==> config.mk <==
export PLATFORM = sky130hd
export DESIGN_NAME = bpu_top
export DESIGN_NICKNAME = d
export VERILOG_FILES = /design/src/logic/bpu_pkg.sv /design/src/logic/bpu_ctrl.sv /design/src/logic/btb_pht.sv /design/src/logic/ras.sv /design/src/logic/target_queue.sv /design/src/logic/bpu_top.sv
export SDC_FILE = /design/constraint.sdc
export NUM_CORES = 2
export LEC_CHECK = 0
export BUFFER_PORTS_ARGS = -buffer_cell sky130_fd_sc_hd__buf_2
export CAP_MARGIN = 5
export CORE_UTILIZATION = 40
export DETAILED_ROUTE_END_ITERATION = 10
export PLACE_DENSITY = 0.52
export SYNTH_ARGS = -nofsm -noshare
export SYNTH_HDL_FRONTEND = slang
export SYNTH_HIERARCHICAL = 1
export SYNTH_SLANG_ARGS = --single-unit
==> constraint.sdc <==
create_clock -name clk -period 9.4 [get_ports clk]
set_clock_uncertainty 0.1 [all_clocks]
set_input_delay 1.88 -clock clk [delete_from_list [all_inputs] [get_ports clk]]
set_output_delay 1.88 -clock clk [all_outputs]
set_load 0.01 [all_outputs]
==> src/logic/bpu_pkg.sv <==
// one update bus per cycle; 64-entry direct-mapped btb; stack and target queue wrap silently
package bpu_pkg;

  localparam int btb_idx_w   = 6;
  localparam int btb_tag_w   = 10;
  localparam int btb_entries = 1 << btb_idx_w;

  localparam int ras_depth   = 8;
  localparam int ras_ptr_w   = 3;

  localparam int queue_depth = 8;
  localparam int queue_ptr_w = 3;

  // jump types as reported by execute
  localparam logic [1:0] jt_branch = 2'd0;
  localparam logic [1:0] jt_call   = 2'd1;
  localparam logic [1:0] jt_return = 2'd2;

  typedef struct packed {
    logic [1:0]           jump_type;
    logic [btb_tag_w-1:0] tag;
    logic [29:0]          target;     // word address
  } btb_entry_t;

  typedef struct packed {
    logic        flush;       // pipeline flush from elsewhere
    logic        in_excp;
    logic        is_ertn;
    logic [31:0] pc;
    logic        may_jump;    // instruction is a branch
    logic        need_jump;   // resolved taken
    logic        pre_fail;    // execute already saw the mispredict
    logic [31:0] right_target;
    logic [1:0]  jump_type;
  } bpu_update_t;

  typedef struct packed {
    logic [31:0] next_pc;
    logic [3:0]  pc_valid;
    logic [3:0]  pc_is_jump;  // one-hot or zero
  } fetch_pred_t;

  typedef struct packed {
    logic       entry_valid;  // valid and tag matches the lookup pc
    logic [1:0] ctr;
    btb_entry_t entry;
  } slot_read_t;

  typedef struct packed {
    slot_read_t [3:0] slot;
  } group_read_t;

  // folded tag shared by lookup and update
  function automatic logic [btb_tag_w-1:0] pc_tag(input logic [31:0] addr);
    return addr[17:8] ^ addr[27:18];
  endfunction

  function automatic logic upd_meaningful(input bpu_update_t u);
    return u.may_jump && !u.in_excp && !u.is_ertn;
  endfunction

endpackage

==> src/logic/bpu_ctrl.sv <==
// queue and stack strobes stay low until the first edge after reset; flush is combinational
`timescale 1ns/1ps

module bpu_ctrl
  import bpu_pkg::*;
(
  input  logic        clk,
  input  logic        reset,
  input  logic [31:0] pc,
  input  logic        fetch_stall,
  input  bpu_update_t upd,
  input  group_read_t grp,
  input  logic        upd_entry_hit,
  input  logic [29:0] top_target,
  input  logic [29:0] head_target,
  input  logic        head_valid,
  output fetch_pred_t pred,
  output logic        bpu_flush,
  output logic [31:0] bpu_jump_pc,
  output logic        ras_push,
  output logic        ras_pop,
  output logic [29:0] ras_push_target,
  output logic        q_push,
  output logic        q_pop,
  output logic        q_clear,
  output logic [29:0] q_push_target
);

  logic [3:0] live;
  logic [3:0] cand;
  logic       hit;
  logic [1:0] hit_slot;
  logic [3:0] jump_mask;
  logic [3:0] upto_mask;
  btb_entry_t sel;

  logic       upd_valid;
  logic       upd_resolve;
  logic       target_miss;
  logic       call_taken;
  logic       ret_taken;
  logic       strobe_en;

  always_ff @(posedge clk)
  begin
    if (reset)
      strobe_en <= 1'b0;
    else
      strobe_en <= 1'b1;
  end

  // slots before the entry point of the group are dead
  always_comb
  begin
    for (int k = 0; k < 4; k++)
    begin
      live[k] = 2'(k) >= pc[3:2];
      cand[k] = live[k] && grp.slot[k].entry_valid && (grp.slot[k].ctr >= 2'd2);
    end
  end

  always_comb
  begin
    hit      = 1'b0;
    hit_slot = 2'd0;
    for (int k = 3; k >= 0; k--) // downward so the lowest slot wins
    begin
      if (cand[k])
      begin
        hit      = 1'b1;
        hit_slot = 2'(k);
      end
    end
  end

  assign sel       = grp.slot[hit_slot].entry;
  assign jump_mask = hit ? (4'b0001 << hit_slot) : 4'b0000;
  assign upto_mask = (jump_mask << 1) - 4'd1; // all ones for the last slot

  always_comb
  begin
    pred.pc_is_jump = jump_mask;
    if (hit)
    begin
      pred.pc_valid = live & upto_mask;
      if (sel.jump_type == jt_return)
        pred.next_pc = {top_target, 2'b00};
      else
        pred.next_pc = {sel.target, 2'b00};
    end
    else
    begin
      pred.pc_valid = live;
      pred.next_pc  = {pc[31:4] + 28'd1, 4'b0000}; // next aligned group
    end
  end

  assign q_push        = strobe_en && hit && !fetch_stall;
  assign q_push_target = pred.next_pc[31:2];

  // resolved taken branch that was predicted from a valid entry
  assign upd_valid   = upd_meaningful(upd);
  assign upd_resolve = upd_valid && upd.need_jump && !upd.pre_fail && upd_entry_hit && head_valid;
  assign target_miss = upd.right_target[31:2] != head_target;

  assign bpu_flush   = upd_resolve && target_miss;
  assign bpu_jump_pc = upd.right_target;

  assign q_pop   = strobe_en && upd_resolve && !target_miss;
  assign q_clear = strobe_en && (bpu_flush || upd.flush);

  always_comb
  begin
    call_taken = 1'b0;
    ret_taken  = 1'b0;
    if (upd_valid && upd.need_jump)
    begin
      case (upd.jump_type)
        jt_call:   call_taken = 1'b1;
        jt_return: ret_taken  = 1'b1;
        jt_branch: ;                  // stack untouched
        default:   ;
      endcase
    end
  end

  assign ras_push        = strobe_en && call_taken;
  assign ras_push_target = upd.pc[31:2] + 30'd1; // return lands after the call
  assign ras_pop         = strobe_en && ret_taken && !bpu_flush;

endmodule

==> src/logic/btb_pht.sv <==
// direct-mapped on pc[7:2]; a group read never wraps since the group base is 4-aligned
`timescale 1ns/1ps

module btb_pht
  import bpu_pkg::*;
(
  input  logic        clk,
  input  logic        reset,
  input  logic [31:0] pc,
  input  bpu_update_t upd,
  output group_read_t grp,
  output logic        upd_entry_hit
);

  logic [btb_entries-1:0] valid;
  logic [1:0]             pht [btb_entries];
  btb_entry_t             btb [btb_entries];

  logic [btb_tag_w-1:0]   rtag;
  logic [btb_idx_w-1:0]   widx;
  logic [btb_tag_w-1:0]   wtag;
  logic                   upd_valid;
  logic                   tag_match;

  assign rtag = pc_tag(pc);

  for (genvar k = 0; k < 4; k++)
  begin : g_slot
    logic [btb_idx_w-1:0] ridx;

    assign ridx = {pc[7:4], 2'(k)};

    assign grp.slot[k].entry_valid = valid[ridx] && (btb[ridx].tag == rtag);
    assign grp.slot[k].ctr         = pht[ridx];
    assign grp.slot[k].entry       = btb[ridx];
  end

  assign widx      = upd.pc[btb_idx_w+1:2];
  assign wtag      = pc_tag(upd.pc);
  assign upd_valid = upd_meaningful(upd);

  assign upd_entry_hit = valid[widx]; // state before this update
  assign tag_match     = upd_entry_hit && (btb[widx].tag == wtag);

  always_ff @(posedge clk)
  begin
    if (reset)
      valid <= '0;
    else if (upd_valid && upd.need_jump && !tag_match)
      valid[widx] <= 1'b1;
  end

  always_ff @(posedge clk)
  begin
    if (upd_valid)
    begin
      if (upd.need_jump)
      begin
        btb[widx] <= '{jump_type: upd.jump_type, tag: wtag, target: upd.right_target[31:2]};
        if (!tag_match)
          pht[widx] <= 2'd2;             // allocate weakly taken
        else if (pht[widx] != 2'd3)
          pht[widx] <= pht[widx] + 2'd1;
      end
      else if (tag_match && (pht[widx] != 2'd0))
      begin
        pht[widx] <= pht[widx] - 2'd1;
      end
    end
  end

endmodule

==> src/logic/ras.sv <==
// single pointer; overflow and underflow wrap and overwrite; no repair after a flush
`timescale 1ns/1ps

module ras
  import bpu_pkg::*;
(
  input  logic        clk,
  input  logic        reset,
  input  logic        push,
  input  logic        pop,
  input  logic [29:0] push_target,
  output logic [29:0] top_target
);

  logic [29:0]          stack [ras_depth];
  logic [ras_ptr_w-1:0] ptr;      // next free slot
  logic [ras_ptr_w-1:0] top_ptr;

  assign top_ptr    = ptr - ras_ptr_w'(1);
  assign top_target = stack[top_ptr];

  always_ff @(posedge clk)
  begin
    if (reset)
    begin
      ptr <= '0;
    end
    else if (push && !pop)
    begin
      ptr <= ptr + ras_ptr_w'(1);
    end
    else if (pop && !push)
    begin
      ptr <= top_ptr;
    end
  end

  always_ff @(posedge clk)
  begin
    if (push && pop)
      stack[top_ptr] <= push_target; // replace top in place
    else if (push)
      stack[ptr] <= push_target;
  end

endmodule

==> src/logic/target_queue.sv <==
// clear beats push and pop; a push into a full queue overwrites the tail slot
`timescale 1ns/1ps

module target_queue
  import bpu_pkg::*;
(
  input  logic        clk,
  input  logic        reset,
  input  logic        push,
  input  logic        pop,
  input  logic        clear,
  input  logic [29:0] push_target,
  output logic [29:0] head_target,
  output logic        head_valid
);

  logic [29:0]            mem [queue_depth];
  logic [queue_depth-1:0] valid;
  logic [queue_ptr_w-1:0] head;
  logic [queue_ptr_w-1:0] tail;

  assign head_target = mem[head];
  assign head_valid  = valid[head];

  always_ff @(posedge clk)
  begin
    if (reset || clear)
    begin
      valid <= '0;
      head  <= '0;
      tail  <= '0;
    end
    else
    begin
      if (pop)
      begin
        valid[head] <= 1'b0;
        head        <= head + queue_ptr_w'(1);
      end
      if (push) // after pop so a same-slot push stays valid
      begin
        valid[tail] <= 1'b1;
        tail        <= tail + queue_ptr_w'(1);
      end
    end
  end

  always_ff @(posedge clk)
  begin
    if (push && !clear)
      mem[tail] <= push_target;
  end

endmodule

==> src/logic/bpu_top.sv <==
// lookup is combinational on pc; every update from execute lands at the next clock edge
`timescale 1ns/1ps

module bpu_top
  import bpu_pkg::*;
(
  input  logic        clk,
  input  logic        reset,
  input  logic [31:0] pc,
  input  logic        fetch_stall,
  input  bpu_update_t upd,
  output fetch_pred_t pred,
  output logic        bpu_flush,
  output logic [31:0] bpu_jump_pc
);

  group_read_t grp;
  logic        upd_entry_hit;

  logic        ras_push;
  logic        ras_pop;
  logic [29:0] ras_push_target;
  logic [29:0] top_target;

  logic        q_push;
  logic        q_pop;
  logic        q_clear;
  logic [29:0] q_push_target;
  logic [29:0] head_target;
  logic        head_valid;

  bpu_ctrl ctrl_i (
    .clk             (clk),
    .reset           (reset),
    .pc              (pc),
    .fetch_stall     (fetch_stall),
    .upd             (upd),
    .grp             (grp),
    .upd_entry_hit   (upd_entry_hit),
    .top_target      (top_target),
    .head_target     (head_target),
    .head_valid      (head_valid),
    .pred            (pred),
    .bpu_flush       (bpu_flush),
    .bpu_jump_pc     (bpu_jump_pc),
    .ras_push        (ras_push),
    .ras_pop         (ras_pop),
    .ras_push_target (ras_push_target),
    .q_push          (q_push),
    .q_pop           (q_pop),
    .q_clear         (q_clear),
    .q_push_target   (q_push_target)
  );

  btb_pht btb_i (
    .clk           (clk),
    .reset         (reset),
    .pc            (pc),
    .upd           (upd),
    .grp           (grp),
    .upd_entry_hit (upd_entry_hit)
  );

  ras ras_i (
    .clk         (clk),
    .reset       (reset),
    .push        (ras_push),
    .pop         (ras_pop),
    .push_target (ras_push_target),
    .top_target  (top_target)
  );

  target_queue queue_i (
    .clk         (clk),
    .reset       (reset),
    .push        (q_push),
    .pop         (q_pop),
    .clear       (q_clear),
    .push_target (q_push_target),
    .head_target (head_target),
    .head_valid  (head_valid)
  );

endmodule

==> results.sh <==
export IMPL_status="complete, but fails checks"
export IMPL_violations="negative setup slack"
export IMPL_drc_errors=0
export IMPL_drt_first_iter_violations=9750
export IMPL_synth_area_um2=139000
export IMPL_endpoint_kind="primary output"
export IMPL_clkPwrFrac_pct=43.3
export IMPL_multi_input_area_um2=37000
export IMPL_required_ps=7420
export IMPL_die_h_um=592
export IMPL_avgSynthCellArea_um2=20.7
export IMPL_internal_power_w=0.0252
export IMPL_cts_tree="done"
export IMPL_setup_viol=2
export IMPL_min_to="btb_i/valid[13]"
export IMPL_drv_cap=0
export IMPL_dpl_cell_count=11373
export IMPL_regToRegSetupSlack_ps=2260
export IMPL_hold_viol=0
export IMPL_fin_nets=7281
export IMPL_antenna_found_initial=22
export IMPL_r2r_end="ras_i/stack[6][22]"
export IMPL_ant_nets=0
export IMPL_regArea_um2=101000
export IMPL_cts_path_max_buffers=4
export IMPL_hp_class="flip-flop to flip-flop"
export IMPL_seqPwrFrac_pct=51.0
export IMPL_hold_depth=2
export IMPL_holdBufCountCts=0
export IMPL_instances_no_fill=12061
export IMPL_grt_ovfl_total=0
export IMPL_critical_path_max_fanout=26
export IMPL_r2r_cells=16
export IMPL_syn_to_final_growth_pct=14.9
export IMPL_slowest_stage="o22ai_1"
export IMPL_grt_use_total_pct=25.9
export IMPL_rsz0062_at_grt="false"
export IMPL_min_from="btb_i/valid[13]"
export IMPL_core_area_um2=346000
export IMPL_die_w_um=592
export IMPL_worstSetupPathType="input pin to primary output"
export IMPL_die_area_um2=351000
export IMPL_fmax_ghz=0.106
export IMPL_start_kind="input pin"
export IMPL_p_leak_nw=50.0
export IMPL_crit_chain="buf_8, buf_12, mux4_2, mux4_2, xnor2_1, nand4_1, nor3_1, nand3b_2, a21oi_4, buf_12, mux2i_1, o22ai_1, o221a_1, buf_2"
export IMPL_h_tree_depth=5
export IMPL_rows=216
export IMPL_cts_root_buf="clkbuf_16"
export IMPL_syn_inst=6720
export IMPL_post_cts_buffers=0
export IMPL_num_vias=74574
export IMPL_arrival_ps=7450
export IMPL_gp_congestion=0.894
export IMPL_fillerInstances=29027
export IMPL_grt_max_degree=110
export IMPL_setup_ws_ps=-34.5
export IMPL_grt_pass1_wl_mm=621
export IMPL_whs_ps=371
export IMPL_finalCriticalPeriod_ps=9430
export IMPL_cts_made_buffers=364
export IMPL_layout_drive_gt1_share_pct=30.6
export IMPL_viasPerCell=6.18
export IMPL_slew_violations=0
export IMPL_clk_pin_slew_ps=60
export IMPL_port_buffers=169
export IMPL_p_sw_w=0.00731
export IMPL_ys_warn_count=6
export IMPL_comb_power_share_pct=5.7
export IMPL_cts_sinks=3381
export IMPL_firstDrtPassIters=6
export IMPL_first_global_vias=73553
export IMPL_pin_count=180
export IMPL_power_share_switching_pct=22.5
export IMPL_peakVddDrop_mv=0.146
export IMPL_maxSlewHeadroom_pct=14.0
export IMPL_clk_latency_ps=960
export IMPL_drt_wl_total_mm=457
export IMPL_worst_slew_pin_slew_ps=1290
export IMPL_critPathMaxStageDelay_ps=760
export IMPL_p_per_area_nw_per_um2=203
export IMPL_ctsResizeCount=2
export IMPL_wire_per_inst_um=37.9
export IMPL_hpwl_mm=273
export IMPL_start_util_pct=40.2
export IMPL_min_period_over_period_pct=100
## routing by layer
| metal | vias to the layer above | GRT usage (%) | wire length [um] |
|---|---|---|---|
| met2 | 3612 | 40.3 | 211000 |
| met4 | 2 | 6.86 | 13600 |
| li1 | 29271 | - | - |
| met3 | 611 | 5.65 | 42200 |
| met5 | - | 0 | 12 |
| met1 | 41078 | 37.0 | 190000 |
## flip-flops by register name, indices dropped and copies added, names as in the netlist, named ones only
name,count
queue_i/head,3
btb_i/pht,128
queue_i/valid,8
ras_i/stack,240
btb_i/btb,2688
ras_i/ptr,3
queue_i/tail,3
btb_i/valid,64
queue_i/mem,240
ctrl_i/strobe_en,1
## metrics by stage
stage          cell area [um2]  setup TNS (ps)  power (W)  setup WS [ps]  util (%)
6_report                160000           -44.4     0.0325          -34.5      46.2
5_1_grt                 160000               0     0.0333           2.33      46.2
4_1_cts                 160000               0     0.0327           37.5      46.2
3_5_place_dp            148000           -1000     0.0187           -179      42.9
3_3_place_gp            148000            -276     0.0187           -113      42.8
2_1_floorplan           139000               0     0.0179            596         -
## worst max path at each step
stage	slack [ps]	end	startpoint	cells after the start
3_5_place_dp	-180	pred[13]	pc[4]	18
3_3_place_gp	-110	pred[13]	pc[4]	17
4_1_cts	40	pred[37]	pc[4]	18
2_1_floorplan	600	queue_i/mem[0][0]	pc[4]	17
5_1_grt	2	pred[19]	pc[4]	18
6_report	-30	pred[19]	pc[4]	14
## cell usage in the layout (no fill, tap or decap), types with 81 or more instances in the layout
cell and instances:
inv_1 90, dfxtp_1 81, buf_4 327, mux2i_1 241, nor2_1 129, clkbuf_1 84, mux4_2 992, nand3_1 174
buf_2 164, clkbuf_16 368, edfxtp_1 3296, xnor2_1 81, nand2_1 113
## final cells by class
cell class | count | area share [%]
Sequential cell | 3381 | 62.9
Multi-Input combinational cell | 2756 | 23.1
Clock buffer | 454 | 5.96
Tap cell | 4578 | 3.58
Timing Repair Buffer | 566 | 2.96
Clock inverter | 209 | 1.28
Inverter | 93 | 0.220
Antenna cell | 24 | 0.0375
## critical path: cells and delay by family
kind	cells	cell delay, ps
compound gates	3	1450
mux	3	1360
simple gates	3	1090
buf+inv	4	930
xor+xnor	1	630
## power by group through the flow
stage	combinational, W	sequential [W]	clock, W
after CTS	0.00184	0.0166	0.0142
after global routing	0.00192	0.0166	0.0148
after floorplan	0.000984	0.0169	0
after global placement	0.00182	0.0169	0
final	0.00185	0.0166	0.0141
after detailed placement	0.00184	0.0169	0
(Power assumes the default switching activity.)
